## config.mk

```make
export PLATFORM = sky130hd
export DESIGN_NAME = bank_response_mux
export DESIGN_NICKNAME = d
export VERILOG_FILES = /design/src/sram_pkg.sv /design/src/bus_pkg.sv /design/src/bank_response_mux.sv
export VERILOG_INCLUDE_DIRS = /design/src
export SDC_FILE = /design/constraint.sdc
export NUM_CORES = 1
export LEC_CHECK = 0
export BUFFER_PORTS_ARGS = -buffer_cell sky130_fd_sc_hd__buf_2
export CAP_MARGIN = 5
export CORE_MARGIN = 2
export CORE_UTILIZATION = 26
export DETAILED_ROUTE_END_ITERATION = 12
export GPL_TIMING_DRIVEN = 0
export PLACE_DENSITY = 0.84
export SLEW_MARGIN = 20
export SYNTH_ARGS = -nofsm -noshare
export SYNTH_HDL_FRONTEND = slang
export SYNTH_SLANG_ARGS = --single-unit
```

## constraint.sdc

```tcl
create_clock -name vclk -period 1.5
set_input_delay 0.225 -clock vclk [all_inputs]
set_output_delay 0.225 -clock vclk [all_outputs]
set_load 0.05 [all_outputs]
```

## src/sram_macros.svh

```systemverilog
`ifndef SRAM_MACROS_SVH
`define SRAM_MACROS_SVH

// Word address width of one SRAM chip
`define SRAM_ADDR_W 21

// Data bus width of one chip, also the Wishbone data width
`define SRAM_DATA_W 16

// Number of chips behind the Wishbone slave
`define SRAM_BANKS 4

// Bits needed to pick one bank, taken from the top of the bus address
`define SRAM_BANK_W 2

// Full Wishbone word address: bank bits on top of the chip address
`define WB_ADDR_W (`SRAM_BANK_W + `SRAM_ADDR_W)

`endif
```

## src/sram_pkg.sv

```systemverilog
`include "sram_macros.svh"

package sram_pkg;

    // Chip word address and data word
    typedef logic [`SRAM_ADDR_W-1:0] sram_addr_t;
    typedef logic [`SRAM_DATA_W-1:0] sram_data_t;

    // Chip control and address pins, all active low except addr
    typedef struct packed {
        sram_addr_t addr;
        logic       cs_n;
        logic       we_n;
        logic       oe_n;
        logic       ub_n;
        logic       lb_n;
    } sram_pins_t;

    // Driver sequencer states
    // A write uses SETUP only, a read goes SETUP then ACCESS
    typedef enum logic [1:0] {
        IDLE,
        SETUP,
        ACCESS
    } drv_state_t;

endpackage

```

## src/bus_pkg.sv

```systemverilog
`include "sram_macros.svh"

package bus_pkg;

    import sram_pkg::*;

    // Wishbone word address, bank index in the top bits
    typedef logic [`WB_ADDR_W-1:0]   wb_addr_t;
    typedef logic [`SRAM_BANK_W-1:0] bank_sel_t;

    // Master to slave, classic cycle without byte selects
    typedef struct packed {
        wb_addr_t   adr;
        sram_data_t dat;
        logic       we;
        logic       cyc;
        logic       stb;
    } wb_req_t;

    // Slave to master
    typedef struct packed {
        sram_data_t dat;
        logic       ack;
    } wb_rsp_t;

endpackage

```

## src/bank_response_mux.sv

```systemverilog
`include "sram_macros.svh"

module bank_response_mux
    import sram_pkg::*;
    import bus_pkg::*;
(
    input  logic [`SRAM_BANKS-1:0]       done,
    input  sram_data_t [`SRAM_BANKS-1:0] read_data,
    input  bank_sel_t                    sel,
    output wb_rsp_t                      wb_rsp
);

    // Only one driver can finish at a time, so an OR is enough
    assign wb_rsp.ack = |done;

    // Sel stays put through the access, so no need to decode done
    assign wb_rsp.dat = read_data[sel];

    always_comb begin
        assert final ($onehot0(done))
            else $error("several banks finished together");
        if (|done) begin
            assert final (done[sel])
                else $error("done from bank other than the selected one");
        end
    end

endmodule

```

# Word-level counts from Yosys, hierarchy flattened
# Index checks and enable logic that the tools add are counted.
[word_totals] ff_bits=0 input_bits=70 out_inout_bits=17 word_cells=4
[classes] magnitude_cmp=1 n_mux=2 n_reduce_logical=1
[ops] cell="16-bit binary-select mux with 2-bit select" count=1
[ops] cell="16-bit 2-to-1 mux" count=1
[ops] cell="4-bit OR reduction" count=1
[ops] cell="2-bit by 3-bit < comparator with 1-bit output, second input constant" count=1

# Logic depth before layout (Yosys ltp)
[logic_depth] word_depth=2 ltp_mapped=3 ltp_nobuf=1

# Least setup slack after synthesis
# OpenSTA, ideal clock, no wires.
[synth_timing] kind="input to output" startpoint="input sel[0]" endpoint="output wb_rsp[16] in the netlist's numbering" t_arrival_ns=1.141 t_required_ns=1.275 slack_ns=0.134 stages=2 path_buffers=1 path_cell_list="buf_6 mux4_1"
[synth_rtl] item="start: declaration" line_no="bank_response_mux.sv:9" rtl="input bank_sel_t sel,"
[synth_rtl] item="end: declaration" line_no="bank_response_mux.sv:10" rtl="output wb_rsp_t wb_rsp"

==> results.md <==
- In this run the power density over the cells is 471 nW/µm².
- The launch instance of the worst min-delay path is done[2].
- The slowest stage of the critical path is the mux4_2 cell.
- The leftover overflow at the end of global routing is 0.
- After the last flow step, the layout net total stands at 178.
- The endpoint with the worst hold slack is wb_rsp[0].
- In the final routed layout, each cell accounts on average for 18.9 µm.
- The number of setup buffers added after CTS is 0.
- The die covers 2000 µm².
- Setup repair after global routing left no endpoint under its margin.
- Buffers placed on the I/O ports in this run total 85.
- Of the synthesized area, sequential elements account for 0.
- During synthesis, Yosys emitted a total of 0 warnings.
- The largest vdd supply drop is 0.225 mV.
- The class of the most critical hold timing path is input port to output port.
- The max-slew violation count is 0.
- The met3 demand-to-capacity share in global routing is 0.0400.
- The last weighted congestion value of the routability-driven placer is 0.855.
- Dividing the detail-routed via count by the number of cells gives 5.49.
- The area growth from synthesis to layout is 104%.
- The startpoint type of the worst setup path is an input port.
- The largest fanout on the critical path is 10.
- The synthesized area per cell is 20.6 µm².
- Synthesis produced a netlist with a net count of 91.
- The initial utilization of the core area, before any placement, comes to 0.283.
- The number of placed instances, taps included, is 122.
- The data arrival at the endpoint of the critical path is 1.26 ns.
- For this run, design rule violations remaining after detail routing come to 0.
- From left edge to right edge, the die measures 44.7 µm.
- On the worst path, the slowest cell contributes a delay of 0.52 ns.
- Entering global routing, the biggest net connects 11 pins.
- The total iterations of the first detailed-routing run is 4.
- The number of nets with antenna violations after routing is 0.
- For the pin with the worst max-slew slack, the measured transition is 0.260 ns.
- The top achievable clock speed is 676 MHz.
- The number of buffers and inverters on the critical path is 3.
- Buffers inserted to repair hold after CTS numbered 0.
- The number of antenna violations at the first check in global routing came to 0.
- The met2 routing resource usage after global routing is 0.504.
- The final non-filler cell total is 122.
- The number of different library cells used by synthesis comes to 6.
- The via total after detailed routing is 670.
- The via count of the first global-routing pass is 686.
- The setup slack of the critical path after layout is 0.0199 ns.
- The layer with the highest usage is met2.
- The run finished with clean final reports.
- The total setup violations reported at the end of the flow is 0.
- Once the clock tree was built, the resizer swapped 0 gates to a different size.
- The final count of hold timing violations was 0.
- The total wire length is 2300 µm.
- The number of antenna repair diodes is 0.
- The instance count along the most critical hold path is 3.
- Summed over all cells, the static leakage comes to 0.484 nW.
- The worst setup path is of the input port to output port kind.
- The data required time of the critical path is 1.27 ns.
- The overall track demand over capacity in global routing is 0.229.
- In the final timing run, aggregate negative setup slack is 0 ns.
- The die extent in y is 44.7 µm.
- Once layout is complete, the utilization of the core stands at 0.577.
- In the global route stage, met1 resource usage came out at 0.204.
- Max-cap violations in this run came to 0.
- The flip-flop and latch count is 0.
- After floorplanning, the core was divided into 14 placement rows.
- The detailed router finished its first iteration with 8 violations.
- The global-route wire length before repair is 3170 µm.
- Synthesis handed over a netlist of 21 instances.
- The fraction of layout cells with a size suffix above 1 is 0.934.
- The largest delay contributor family on the critical path is multiplexers.
- The sequential standard cell area is 0 µm².
- Walking the worst path, the cells encountered are buf_6 -> buf_12 -> mux4_2 -> buf_2.
- Before CTS, the worst setup slack after placement is 0.0232 ns.
- Summing all multi-input logic gate instances after layout gives 390 µm².
- The layout has 0 clock buffers.
- The ratio of final minimum period to clock period is 0.987.
- In this run the cell area of the synthesized design comes to 432 µm².
- The worst pin sits at a relative slew slack of 0.828.
- The number of primary I/O pins is 87.
- The final-layout fill cell count is 128.
- The core outline area is 1520 µm².
- The worst setup path is captured at an output port.
- The clock period could shrink to 1.48 ns.
-- power by group --
| group | switching [mW] | leakage (nW) | internal [mW] |
|---|---|---|---|
| Combinational | 0.247 | 0.484 | 0.167 |
| Sequential | 0 | 0 | 0 |
| Clock | 0 | 0 | 0 |
-- cells in the mapped netlist --
cell type / instances / area share
or4_1: 1 / 0.017
mux4_1: 6 / 0.37
buf_2: 2 / 0.023
mux4_2: 10 / 0.52
buf_12: 1 / 0.046
buf_6: 1 / 0.026
-- cells by family after synthesis --
kind of cell,count (synthesis),synth area share
multiplexers,16,0.887
buffers and inverters,4,0.0957
AND/OR/NAND/NOR,1,0.0174
-- final cells by class --
cell class	instances	area share
Buffer	4	0.0498
Timing Repair Buffer	85	0.484
Tap cell	16	0.0228
Multi-Input combinational cell	17	0.444
-- placed cells by master (no fill, tap or decap) --
| master | synthesis | final |
|---|---|---|
| buf_2 | 2 | 86 |
| buf_12 | 1 | 1 |
| buf_6 | 1 | 1 |
| mux4_2 | 10 | 10 |
| mux4_1 | 6 | 6 |
| clkbuf_4 | 0 | 1 |
| or4_1 | 1 | 1 |
-- tightest hold or removal path, delay by kind of cell --
| family | cells | cell delay [ns] |
|---|---|---|
| buffers and inverters | 2 | 0.32 |
| AND/OR/NAND/NOR | 1 | 0.08 |
-- per-stage QoR --
| step | power [mW] | instance area (µm²) | hold WS, ns |
|---|---|---|---|
| floorplan | 0.271 | 432 | 0.820 |
| CTS | 0.415 | 877 | 0.859 |
| global route | 0.431 | 880 | 0.870 |
| global placement | 0.410 | 877 | 0.844 |
| finish | 0.414 | 880 | 0.855 |
| detailed placement | 0.413 | 877 | 0.856 |
-- worst max path at each step --
stage	cells after the start	slack, ns	start	endpoint
global placement	4	0.03	sel[0]	wb_rsp[13]
floorplan	2	0.13	sel[0]	wb_rsp[16]
CTS	4	0.02	sel[0]	wb_rsp[12]
detailed placement	4	0.02	sel[0]	wb_rsp[12]
global route	4	0.004	sel[0]	wb_rsp[12]
finish	4	0.02	sel[0]	wb_rsp[12]
-- metal layers --
layer  routed length, µm  vias up  share of wire
met5                   0        -              0
met4                  44        0          0.019
met3                 295        4           0.13
met2                1270       80           0.55
met1                 693      301           0.30
li1                    -      285              -
No activity file was read; power rests on OpenSTA's default activity.
