$ cat src/sram_macros.svh
`ifndef SRAM_MACROS_SVH
`define SRAM_MACROS_SVH

// Word address width of one SRAM chip
`define SRAM_ADDR_W 21

// Data bus width of one chip, also the Wishbone data width
`define SRAM_DATA_W 16

// Number of chips behind the Wishbone slave
`define SRAM_BANKS 4

// Bits needed to pick one bank, taken from the top of the bus address
`define SRAM_BANK_W 2

// Full Wishbone word address: bank bits on top of the chip address
`define WB_ADDR_W (`SRAM_BANK_W + `SRAM_ADDR_W)

`endif
$ cat src/sram_pkg.sv
`include "sram_macros.svh"

package sram_pkg;

    // Chip word address and data word
    typedef logic [`SRAM_ADDR_W-1:0] sram_addr_t;
    typedef logic [`SRAM_DATA_W-1:0] sram_data_t;

    // Chip control and address pins, all active low except addr
    typedef struct packed {
        sram_addr_t addr;
        logic       cs_n;
        logic       we_n;
        logic       oe_n;
        logic       ub_n;
        logic       lb_n;
    } sram_pins_t;

    // Driver sequencer states
    // A write uses SETUP only, a read goes SETUP then ACCESS
    typedef enum logic [1:0] {
        IDLE,
        SETUP,
        ACCESS
    } drv_state_t;

endpackage

$ cat src/bus_pkg.sv
`include "sram_macros.svh"

package bus_pkg;

    import sram_pkg::*;

    // Wishbone word address, bank index in the top bits
    typedef logic [`WB_ADDR_W-1:0]   wb_addr_t;
    typedef logic [`SRAM_BANK_W-1:0] bank_sel_t;

    // Master to slave, classic cycle without byte selects
    typedef struct packed {
        wb_addr_t   adr;
        sram_data_t dat;
        logic       we;
        logic       cyc;
        logic       stb;
    } wb_req_t;

    // Slave to master
    typedef struct packed {
        sram_data_t dat;
        logic       ack;
    } wb_rsp_t;

endpackage

$ cat src/wb_bank_router.sv
`include "sram_macros.svh"

module wb_bank_router
    import sram_pkg::*;
    import bus_pkg::*;
(
    input  logic                   clk,
    input  logic                   rst,

    input  wb_req_t                wb_req,
    input  logic                   ack,

    output logic [`SRAM_BANKS-1:0] req,
    output logic                   write_enable,
    output sram_addr_t             address,
    output sram_data_t             write_data,
    output bank_sel_t              sel
);

    logic       busy;
    logic       start;
    bank_sel_t  req_bank;
    sram_addr_t req_addr;

    // Bank in the top bits with the chip word address below
    assign req_bank = wb_req.adr[`SRAM_ADDR_W +: `SRAM_BANK_W];
    assign req_addr = wb_req.adr[`SRAM_ADDR_W-1:0];

    // One access per bus cycle and nothing new until the previous ack
    assign start = wb_req.cyc && wb_req.stb && !busy;

    always_ff @(posedge clk or posedge rst) begin
        if (rst) begin
            busy <= 1'b0;
            req  <= '0;
        end else begin
            req <= '0;
            if (start) begin
                busy          <= 1'b1;
                req[req_bank] <= 1'b1;
            end else if (ack) begin
                busy <= 1'b0;
            end
        end
    end

    // Held until the next start so the mux can steer read data
    always_ff @(posedge clk) begin
        if (start) begin
            sel          <= req_bank;
            address      <= req_addr;
            write_data   <= wb_req.dat;
            write_enable <= wb_req.we;
        end
    end

    assert property (@(posedge clk) disable iff (rst) $onehot0(req))
        else $error("more than one bank requested");

    // After a request nothing new goes out up to and including its ack
    assert property (@(posedge clk) disable iff (rst)
        (req != '0) |=> ((req == '0) until_with ack))
        else $error("request issued while an access was outstanding");

endmodule

$ cat config.mk
export PLATFORM = sky130hd
export DESIGN_NAME = wb_bank_router
export DESIGN_NICKNAME = d
export VERILOG_FILES = /design/src/sram_pkg.sv /design/src/bus_pkg.sv /design/src/wb_bank_router.sv
export VERILOG_INCLUDE_DIRS = /design/src
export SDC_FILE = /design/constraint.sdc
export NUM_CORES = 1
export LEC_CHECK = 0
export BUFFER_PORTS_ARGS = -buffer_cell sky130_fd_sc_hd__buf_2
export CAP_MARGIN = 10
export CORE_MARGIN = 4
export CORE_UTILIZATION = 40
export CTS_BUF_LIST = sky130_fd_sc_hd__clkbuf_4
export DETAILED_ROUTE_END_ITERATION = 12
export PLACE_DENSITY = 0.76
export SLEW_MARGIN = 20
export SYNTH_ARGS = -nofsm -noshare
export SYNTH_HDL_FRONTEND = slang
export SYNTH_SLANG_ARGS = --single-unit
$ cat constraint.sdc
create_clock -name clk -period 2.4 [get_ports clk]
set_input_delay 0.24 -clock clk [delete_from_list [all_inputs] [get_ports clk]]
set_output_delay 0.24 -clock clk [all_outputs]
set_load 0.05 [all_outputs]
Word level (Yosys, flattened, before mapping):

Index checks and enable logic that the tools add are counted.

* register bits after elaboration: 45
* bits in latches: 0
* bits in writable memories: 0
* memory bits (read-only): 0
* bits of input ports: 45
* output and inout bits: 44
* logic and storage cells: 18
* memories kept: 0

* $add $sub $neg: 0
* multipliers: 0
* div/mod/pow operators: 0
* magnitude comparators: 2
* eq/ne operators: 0
* shift-type cells: 0
* multiplexer cells: 5
* bitwise logic cells: 0
* reduce and logical (&&, ||, !) cells: 5

Operators with widths (number)
* $mux W4: 1
* $logic_and A1 B1 Y1: 3
* $lt A2 B3 Y1 const B: 1
* $mux W1: 3
* $demux W1 S2: 1
* $ge A2 B1 Y1 const B: 1
* $reduce_bool A2 Y1: 1
* $logic_not A1 Y1: 1

Depth between registers and ports, before layout:

Gate-level depths: netlist of run 1.

* depth in word-level cells: 5
* gate-level depth with buffers: 2
* depth with buffers taken out: 2

Worst setup path before layout of run 1:

OpenSTA, ideal clock, no wires.

* path kind: register to register
* start point: register busy
* end point: register address[0] (enable)
* library setup time: 394 ps
* arrival: 1344 ps
* required time: 2006 ps
* path slack: 662 ps
* stages on the path, launching flop included: 3
* path buffers: 0
* period minus slack after synthesis: 1738 ps
* path through: dfrtp_1 -> nand3b_4 -> inv_1

* word-level cells in the longest chain between the ends: 2

RTL lines
* start: declaration: line wb_bank_router.sv:20 `logic busy;`
* start signal: assignment: line wb_bank_router.sv:34 `busy <= 1'b0;`
* start signal: assignment: line wb_bank_router.sv:39 `busy <= 1'b1;`
* start signal: assignment: line wb_bank_router.sv:42 `busy <= 1'b0;`
* $logic_not A1 Y1: line wb_bank_router.sv:30 `assign start = wb_req.cyc && wb_req.stb && !busy;`
* $logic_and A1 B1 Y1: line wb_bank_router.sv:30
* named net start: line wb_bank_router.sv:21 `logic start;`
* end signal: assignment: line wb_bank_router.sv:51 `address <= req_addr;`
* end: declaration: line wb_bank_router.sv:15 `output sram_addr_t address,`

The timed path passes the listed nets, and every way through them passes these cells.
A chain may end at the register's enable or synchronous reset.

Worst setup path after layout of run 1:

* start point: register busy
* end point: register address[10] (enable)

Same word-level chain as after synthesis.

==> impl_metrics.tcl, run 1 <==
set metrics [dict create \
    power_leakage_nw 0.894 \
    path_clk_slew_ns 0.13 \
    status "complete, no violations" \
    synth_ff_type "edfxtp_1" \
    num_rows 21 \
    netlist_area_mm2 0.00140 \
    gp_congestion 0.735 \
    cts-root-buf "clkbuf_4" \
    dr.first_iter.drc_count 32 \
    combPwrFrac 0.130 \
    final.fill_count 298 \
    postSynthCellCount 55 \
    rsz0062_at_grt "false" \
    p_int_w 0.00118 \
    p_sw_w 0.000388 \
    grt_use_total 0.130 \
    grt_start_max_net_pins 27 \
    yosys-top-cells-count "edfxtp_1, dfrtp_1, inv_1" \
    hold_class "in -> reg" \
    clkPwrFrac 0.295 \
    overflow 0 \
    port_buffers 88 \
    worst-path-buf-inv 2 \
    die_w_um 67.2 \
    start_util 0.416 \
    post_cts_buffers 0 \
    cts_buffer_depth 2 \
    synth-seq-area-share 0.947 \
    ys_ff_latch 45 \
    finalCritPeriodShare 0.553 \
    synthesis.nets 100 \
    finalWorstSetupSlack_ns 1.07 \
    die_h_um 67.2 \
    yosysTopAreaCell "edfxtp_1" \
    num_io_pins 89 \
    final_net_count 198 \
    yosysUniqueCellTypes 9 \
    slew_violations 0 \
    drt-wirelength-per-cell_um 13.7 \
    cts_tree "yes" \
    worstPathRequired_ns 2.42 \
    cts.sinks 45 \
    peakVddDrop_mv 0.455 \
    synth_area_leaders "edfxtp_1, dfrtp_1, nor3b_2" \
    synth_most_common_cell "edfxtp_1" \
    htree_levels 2 \
    cp-end-kind "flip-flop" \
    grt_pass1_wl_um 4060 \
    critical_path_arrival_ns 1.35 \
    slowest_stage "dfrtp_1" \
    synth_top_area_share 0.858 \
    drive_gt1_frac 0.656 \
    total_power_w 0.00157 \
    synth_edf_count 40 \
    remaining_drc_errors 0 \
    yosysWarningCount 0 \
    grt_pass1_vias 896 \
    dr_total_vias 851 \
    hold_viol_final 0 \
    cp_top_family "buffers and inverters" \
    max_freq_ghz 0.753 \
    skew_ns 0.0172 \
    place_ws_ns 1.09 \
    worstPathCellList "nand3b_4 -> inv_1 -> buf_4" \
    synth-async-reset-ratio 0.111 \
    antenna_cells 0 \
    path_class "reg -> reg" \
    via_per_inst 4.26 \
    crit_fanout 26 \
    seq_power_share 0.575 \
    finalCriticalPeriod_ns 1.33 \
    tns_ns 0 \
    core_mm2 0.00336 \
    drtAntennaViolNets 0 \
    drt-total-wl_um 2750 \
    antenna_found_initial 0 \
    cts_buffers 5 \
    setup_viol 0 \
    dp_hpwl_um 2100 \
    syn2layout_area_growth_pct 43.3 \
    powerDensity_mw_per_mm2 781 \
    cp-start-kind "flip-flop" \
    maxSlewHeadroom 0.786 \
    switching_share 0.247 \
    clk_latency_ns 0.35 \
    syn_avg_cell_area_um2 25.5 \
    die-area_mm2 0.00451 \
    cp_slowest_stage_delay_ns 0.40 \
    holdBufCountCts 1 \
    maxCapViolCount 0 \
    cts_resized 0 \
    worst_pin_slew_ns 0.321 \
    firstDrtPassIters 4 \
    utilization 0.597 \
]
## layout make-up
class,instances,area [um^2],share of cell area
clock buffer,6,45.0,0.0224
clock inverter,2,38.8,0.0193
inverter,3,11.3,0.00561
multi-input combinational,7,62.6,0.0312
sequential,45,1330,0.661
tap,46,57.6,0.0287
timing repair buffer,91,465,0.232
## per-layer routing
layer / track usage / up-vias / share of wire
li1: - / 406 / -
met1: 0.135 / 381 / 0.35
met2: 0.201 / 58 / 0.48
met3: 0.0865 / 6 / 0.15
met4: 0.0608 / 0 / 0.019
met5: 0 / - / 0
## through the flow
| stage | hold WS (ns) | cell area, um^2 | instances |
|---|---|---|---|
| 3_5_place_dp | 0.139 | 1910 | 191 |
| 4_1_cts | 0.0276 | 2010 | 200 |
| 6_report | 0.0492 | 2010 | 200 |
| 5_1_grt | 0.0144 | 2010 | 200 |
| 3_3_place_gp | 0.131 | 1910 | 191 |
| 2_1_floorplan | 0.0185 | 1400 | 55 |
## kinds of logic after synthesis
group,count (synthesis),share of synthesized area
DFF,45,0.947
and+or+nand+nor,6,0.0411
buffers and inverters,3,0.00804
AOI/OAI and AO/OA,1,0.00357
## power by group through the flow
stage / Clock (W) / Combinational, W / Sequential (W)
4_1_cts: 0.000479 / 0.000206 / 0.000902
3_5_place_dp: 0 / 0.000205 / 0.000919
6_report: 0.000463 / 0.000204 / 0.000901
2_1_floorplan: 0 / 0.0000204 / 0.00103
5_1_grt: 0.000512 / 0.000216 / 0.000905
3_3_place_gp: 0 / 0.000201 / 0.000918
## placed cells by master (no fill, tap or decap), drive strengths merged, types with 2 or more instances in the layout
master  instances
dfrtp           5
clkbuf          6
nor3b           2
buf            90
inv             3
edfxtp         40
## sequential cells by signal (all words and copies together) (netlist names)
signal,flops
address,21
busy,1
req,4
sel,2
write_data,16
write_enable,1
## worst paths after layout
kind,end,cells past startpoint,start,slack (ns)
hold / removal,address[15]$_DFFE_PP_,1,wb_req[34],0.05
hold reg to reg,busy$_DFFE_PP0P_,2,busy$_DFFE_PP0P_,0.54
min in group asynchronous,req[0]$_DFF_PP0_,3,rst,0.31
setup reg to reg,address[10]$_DFFE_PP_,3,busy$_DFFE_PP0P_,1.07
setup / recovery,address[10]$_DFFE_PP_,3,busy$_DFFE_PP0P_,1.07
max in group asynchronous,req[1]$_DFF_PP0_,3,rst,1.94
Power figures use the tool's default switching activity.
==> run 2, diff against run 1 <==
--- a/config.mk
+++ b/config.mk
@@ -6,6 +6,7 @@
 export SDC_FILE = /design/constraint.sdc
 export NUM_CORES = 1
 export LEC_CHECK = 0
+export ABC_AREA = 1
 export BUFFER_PORTS_ARGS = -buffer_cell sky130_fd_sc_hd__buf_2
 export CAP_MARGIN = 10
 export CORE_MARGIN = 4
==> constraint.sdc (replaced) <==
create_clock -name clk -period 1.3 [get_ports clk]
set_input_delay 0.13 -clock clk [delete_from_list [all_inputs] [get_ports clk]]
set_output_delay 0.13 -clock clk [all_outputs]
set_load 0.05 [all_outputs]
==> impl_metrics.tcl, run 2 <==
set metrics [dict create \
    final_cell_mix "buf_2, dlygate4sd3_1, edfxtp_1, nand2_1" \
    remaining_drc_errors 0 \
    grt_start_max_net_pins 25 \
    firstDrtPassIters 3 \
    synth_top_area_share 0.856 \
    drt-wirelength-per-cell_um 14.3 \
    cts_tree "yes" \
    cts_buffer_depth 2 \
    yosysWarningCount 0 \
    grt_pass1_vias 1094 \
    dr.first_iter.drc_count 9 \
    worst-path-buf-inv 3 \
    drive_gt1_frac 0.493 \
    die-area_mm2 0.00452 \
    drtAntennaViolNets 0 \
    htree_levels 2 \
    num_rows 21 \
    syn2layout_area_growth_pct 71.4 \
    synth_most_common_cell "edfxtp_1" \
    syn_avg_cell_area_um2 22.6 \
    worstPathCellList "inv_2 -> nand3_4 -> clkinvlp_4 -> buf_12" \
    worst_pin_slew_ns 0.264 \
    port_buffers 88 \
    synth_ff_type "edfxtp_1" \
    start_util 0.417 \
    die_w_um 67.2 \
    final.fill_count 240 \
    synth_area_leaders "edfxtp_1, dfrtp_1, nand2_1" \
    dp_hpwl_um 2140 \
    path_class "reg -> reg" \
    skew_ns 0.00472 \
    peakVddDrop_mv 0.872 \
    max_freq_ghz 0.840 \
    cp-start-kind "flip-flop" \
    clk_latency_ns 0.35 \
    core_mm2 0.00336 \
    path_clk_slew_ns 0.11 \
    critical_path_arrival_ns 1.25 \
    cts.sinks 45 \
    antenna_cells 0 \
    yosysUniqueCellTypes 7 \
    maxSlewHeadroom 0.825 \
    cp_top_family "flip-flops" \
    num_io_pins 89 \
    multiInputGateArea_um2 55.1 \
    overflow 0 \
    largest-register "address" \
    finalCriticalPeriod_ns 1.19 \
    grt_pass1_wl_um 5060 \
    cts_buffers 5 \
    status "complete, no violations" \
    post_cts_buffers 0 \
    antenna_found_initial 0 \
    crit_cells 4 \
    holdPathStages 3 \
    ys_ff_latch 45 \
    worstPathRequired_ns 1.36 \
    power_leakage_nw 1.06 \
    gp_congestion 0.749 \
    cts-root-buf "clkbuf_4" \
    cp-end-kind "flip-flop" \
    synthesis.nets 107 \
    setup_viol 0 \
    netlist_area_mm2 0.00140 \
    final_common_cell "buf_2" \
    hold_viol_final 0 \
    grt_use_total 0.166 \
    largest_register_ffs 21 \
    synth-seq-area-share 0.945 \
    via_per_inst 4.27 \
    rr_worst_depth 4 \
    slew_violations 0 \
    synth-async-reset-ratio 0.111 \
    synth_edf_count 40 \
    dr_total_vias 1055 \
    die_h_um 67.2 \
    postSynthCellCount 62 \
    finalCritPeriodShare 0.915 \
    rsz0062_at_grt "false" \
    maxCapViolCount 0 \
    tns_ns 0 \
    crit_fanout 24 \
    hold_class "in -> reg" \
    whs_ns 0.0768 \
    seqCellArea_mm2 0.00133 \
    final_net_count 245 \
    yosys-top-cells-count "edfxtp_1, nand2_1, dfrtp_1, inv_1, nor2_1" \
    cp_slowest_stage_delay_ns 0.43 \
    reg.largest.list "address: 21 flops, write_data: 16 flops, req: 4 flops" \
    powerDensity_mw_per_mm2 1140 \
    yosysTopAreaCell "edfxtp_1" \
    slowest_stage "dfrtp_1" \
    drt-total-wl_um 3530 \
]
[run 2: cell count changes after synthesis]
| cell | previous run | this run |
|---|---|---|
| inv_1 | 3 | 5 |
| nor3b_2 | 2 | 0 |
| nand2_1 | 1 | 6 |
| nor3_1 | 1 | 0 |
| inv_2 | 0 | 1 |
| nor2_1 | 1 | 4 |
| nand3_4 | 0 | 1 |
| o21ai_0 | 1 | 0 |
| nand3b_4 | 1 | 0 |
[run 2: final cells by class]
cell class | instances | area share
clock buffer | 5 | 0.0156
clock inverter | 3 | 0.00520
inverter | 6 | 0.0109
multi-input combinational | 11 | 0.0229
sequential | 45 | 0.551
tap | 46 | 0.0239
timing repair buffer | 131 | 0.370
[run 2: where the power goes]
group / internal (W) / total, W / switching (W)
sequential: 0.00165 / 0.00167 / 0.0000174
combinational: 0.000185 / 0.000491 / 0.000306
clock: 0.000196 / 0.000594 / 0.000398
total: 0.00203 / 0.00275 / 0.000722
[run 2: kinds of logic (layout without fill, tap and decap cells)]
kind of cell  after synthesis  count (layout)  synth area share
buf+inv                     6             145            0.0160
simple gates               11              11            0.0392
flops                      45              45             0.945
[run 2: metal layers]
| metal | vias up | share of wire | routed length (um) | global-route usage |
|---|---|---|---|---|
| li1 | 498 | - | - | - |
| met1 | 487 | 0.31 | 1100 | 0.141 |
| met2 | 55 | 0.56 | 1960 | 0.312 |
| met3 | 15 | 0.093 | 328 | 0.0782 |
| met4 | 0 | 0.037 | 131 | 0.0911 |
| met5 | - | 0 | 0 | 0 |
[run 2: what timing repair did]
item                                    in CTS  in global routing
hold buffers                                41                  0
gates resized for setup                      0                  0
endpoints found under the hold margin       46                  0
endpoints found under the setup margin       0                  0
[run 2: worst paths after layout]
kind,from,endpoint,slack [ns]
setup / recovery,busy$_DFFE_PP0P_,address[0]$_DFFE_PP_,0.11
hold / removal,wb_req[0],req[2]$_DFF_PP0_,0.08
setup reg to reg,busy$_DFFE_PP0P_,address[0]$_DFFE_PP_,0.11
hold reg to reg,busy$_DFFE_PP0P_,busy$_DFFE_PP0P_,0.60
max in group asynchronous,rst,req[2]$_DFF_PP0_,0.92
min in group asynchronous,rst,req[0]$_DFF_PP0_,0.21
[run 2: per-stage QoR]
stage | util | power (W) | instance area, um^2 | std cells | setup slack [ns]
final | 0.715 | 0.00275 | 2410 | 247 | 0.110
after global routing | 0.715 | 0.00287 | 2410 | 247 | 0.0591
after CTS | 0.715 | 0.00278 | 2410 | 247 | 0.117
after detailed placement | 0.578 | 0.00209 | 1950 | 198 | 0.138
after global placement | 0.578 | 0.00208 | 1950 | 198 | 0.174
after floorplan | - | 0.00194 | 1410 | 62 | -0.110
[run 2: worst reg2reg max path, stage by stage (launching register included)]
cell,delay [ns]
dfrtp_1,0.43
inv_2,0.08
nand3_4,0.09
clkinvlp_4,0.13
buf_12,0.18
==> run 3, diff against run 2 <==
--- a/config.mk
+++ b/config.mk
@@ -10,10 +10,10 @@
 export BUFFER_PORTS_ARGS = -buffer_cell sky130_fd_sc_hd__buf_2
 export CAP_MARGIN = 10
 export CORE_MARGIN = 4
-export CORE_UTILIZATION = 40
+export CORE_UTILIZATION = 43
 export CTS_BUF_LIST = sky130_fd_sc_hd__clkbuf_4
 export DETAILED_ROUTE_END_ITERATION = 12
-export PLACE_DENSITY = 0.76
+export PLACE_DENSITY = 0.81
 export SLEW_MARGIN = 20
 export SYNTH_ARGS = -nofsm -noshare
 export SYNTH_HDL_FRONTEND = slang
==> impl_metrics.tcl, run 3 (synthesized netlist as in run 2, its figures left out) <==
set metrics [dict create \
    critical_path_arrival_ns 1.27 \
    rr_worst_depth 4 \
    antenna_found_initial 0 \
    post_cts_buffers 0 \
    htree_levels 2 \
    firstDrtPassIters 3 \
    cp_slowest_stage_delay_ns 0.42 \
    via_per_inst 4.20 \
    cts-root-buf "clkbuf_4" \
    setup_viol 0 \
    cts.sinks 45 \
    final_common_cell "buf_2" \
    worst-path-buf-inv 3 \
    num_io_pins 89 \
    powerDensity_mw_per_mm2 1150 \
    final_net_count 246 \
    slowest_stage "dfrtp_1" \
    whs_endpoint "req[2]$_DFF_PP0_" \
    maxSlewHeadroom 0.825 \
    die-area_mm2 0.00424 \
    grt_pass1_wl_um 5540 \
    slew_violations 0 \
    holdPathStages 3 \
    drtAntennaViolNets 0 \
    cts_buffers 5 \
    start_util 0.456 \
    port_buffers 88 \
    grt_use_total 0.184 \
    drt-wirelength-per-cell_um 14.8 \
    drive_gt1_frac 0.495 \
    r2r-start "busy$_DFFE_PP0P_" \
    cp_top_family "flip-flops" \
    num_rows 20 \
    reg.largest.list "address: 21 flops, write_data: 16 flops, req: 4 flops" \
    finalCritPeriodShare 0.940 \
    cts_buffer_depth 2 \
    peakVddDrop_mv 0.949 \
    cts_tree "yes" \
    largest-register "address" \
    syn2layout_area_growth_pct 72.4 \
    worstPathCellList "inv_2 -> nand3_4 -> clkinvlp_4 -> buf_12" \
    hold_class "in -> reg" \
    grt_pass1_vias 1176 \
    die_h_um 65.1 \
    grt_start_max_net_pins 27 \
    rsz0062_at_grt "false" \
    maxCapViolCount 0 \
    dr_total_vias 1034 \
    power_leakage_nw 1.07 \
    finalCriticalPeriod_ns 1.22 \
    skew_ns 0.00724 \
    core_mm2 0.00308 \
    drt-total-wl_um 3630 \
    crit_fanout 26 \
    path_clk_slew_ns 0.11 \
    rrSetupSlack_ns 0.08 \
    dr.first_iter.drc_count 40 \
    cp-end-kind "flip-flop" \
    antenna_cells 0 \
    clk_latency_ns 0.34 \
    gp_congestion 0.797 \
    min_from "wb_req[1]" \
    hold_viol_final 0 \
    worst_pin_slew_ns 0.265 \
    worstPathRequired_ns 1.35 \
    overflow 0 \
    cp-start-kind "flip-flop" \
    r2r_end "address[17]$_DFFE_PP_" \
    max_freq_ghz 0.818 \
    largest_register_ffs 21 \
    utilization 0.786 \
    final_cell_mix "buf_2, dlygate4sd3_1, edfxtp_1, clkbuf_4, nand2_1" \
    path_class "reg -> reg" \
    die_w_um 65.1 \
    remaining_drc_errors 0 \
    dp_hpwl_um 2080 \
    total_power_w 0.00279 \
    status "complete, no violations" \
]
run 3: changes by cell type in the layout (fill, tap and decap cells not counted):
cell | before | now
clkbuf_4 | 5 | 7
dlygate4sd3_1 | 41 | 42
clkinv_1 | 2 | 1
clkinv_2 | 1 | 0
run 3: layout make-up:
type / instances / area (um^2)
Clock buffer: 7 / 52.6
Fill cell: 191 / 658
Tap cell: 44 / 55.1
Multi-Input combinational cell: 11 / 55.1
Timing Repair Buffer: 132 / 901
Clock inverter: 1 / 3.75
Sequential cell: 45 / 1330
Inverter: 6 / 26.3
run 3: worst max path at each step:
stage / from / end / cells after the start
after floorplan: busy$_DFFE_PP0P_ / address[0]$_DFFE_PP_ / 3
after global placement: busy$_DFFE_PP0P_ / address[7]$_DFFE_PP_ / 4
after detailed placement: busy$_DFFE_PP0P_ / address[18]$_DFFE_PP_ / 4
after CTS: busy$_DFFE_PP0P_ / address[16]$_DFFE_PP_ / 4
after global routing: busy$_DFFE_PP0P_ / address[0]$_DFFE_PP_ / 4
final: busy$_DFFE_PP0P_ / address[17]$_DFFE_PP_ / 4
run 3: repair_timing:
action | in CTS | in global routing
hold buffers | 42 | 0
resized for setup | 0 | 0
endpoints found under the setup margin | 0 | 0
endpoints found under the hold margin | 46 | 0
run 3: report_power, final:
part,internal [W],switching [W]
clock,0.000250,0.000384
combinational,0.000187,0.000308
sequential,0.00165,0.0000157
run 3: worst reg2reg max path: stages, from the launching register on:
cell and delay (ns):
dfrtp_1 0.42, inv_2 0.08, nand3_4 0.10, clkinvlp_4 0.14
buf_12 0.19
run 3: per-layer routing:
metal  up-vias  share of wire  track usage
li1        500              -            -
met1       461           0.31        0.158
met2        62           0.55        0.349
met3        11           0.11       0.0821
met4         0          0.029       0.0984
met5         -              0            0
run 3: per-stage QoR:
stage               cells  TNS [ns]  area, um^2  worst slack, ns  hold slack, ns
finish                246         0        2420           0.0779           0.101
global route          246         0        2420           0.0146          0.0877
CTS                   246         0        2420            0.109          0.0624
detailed placement    196         0        1940            0.131          0.0319
global placement      196         0        1940            0.168          0.0254
floorplan              62     -4.40        1410           -0.110         -0.0915
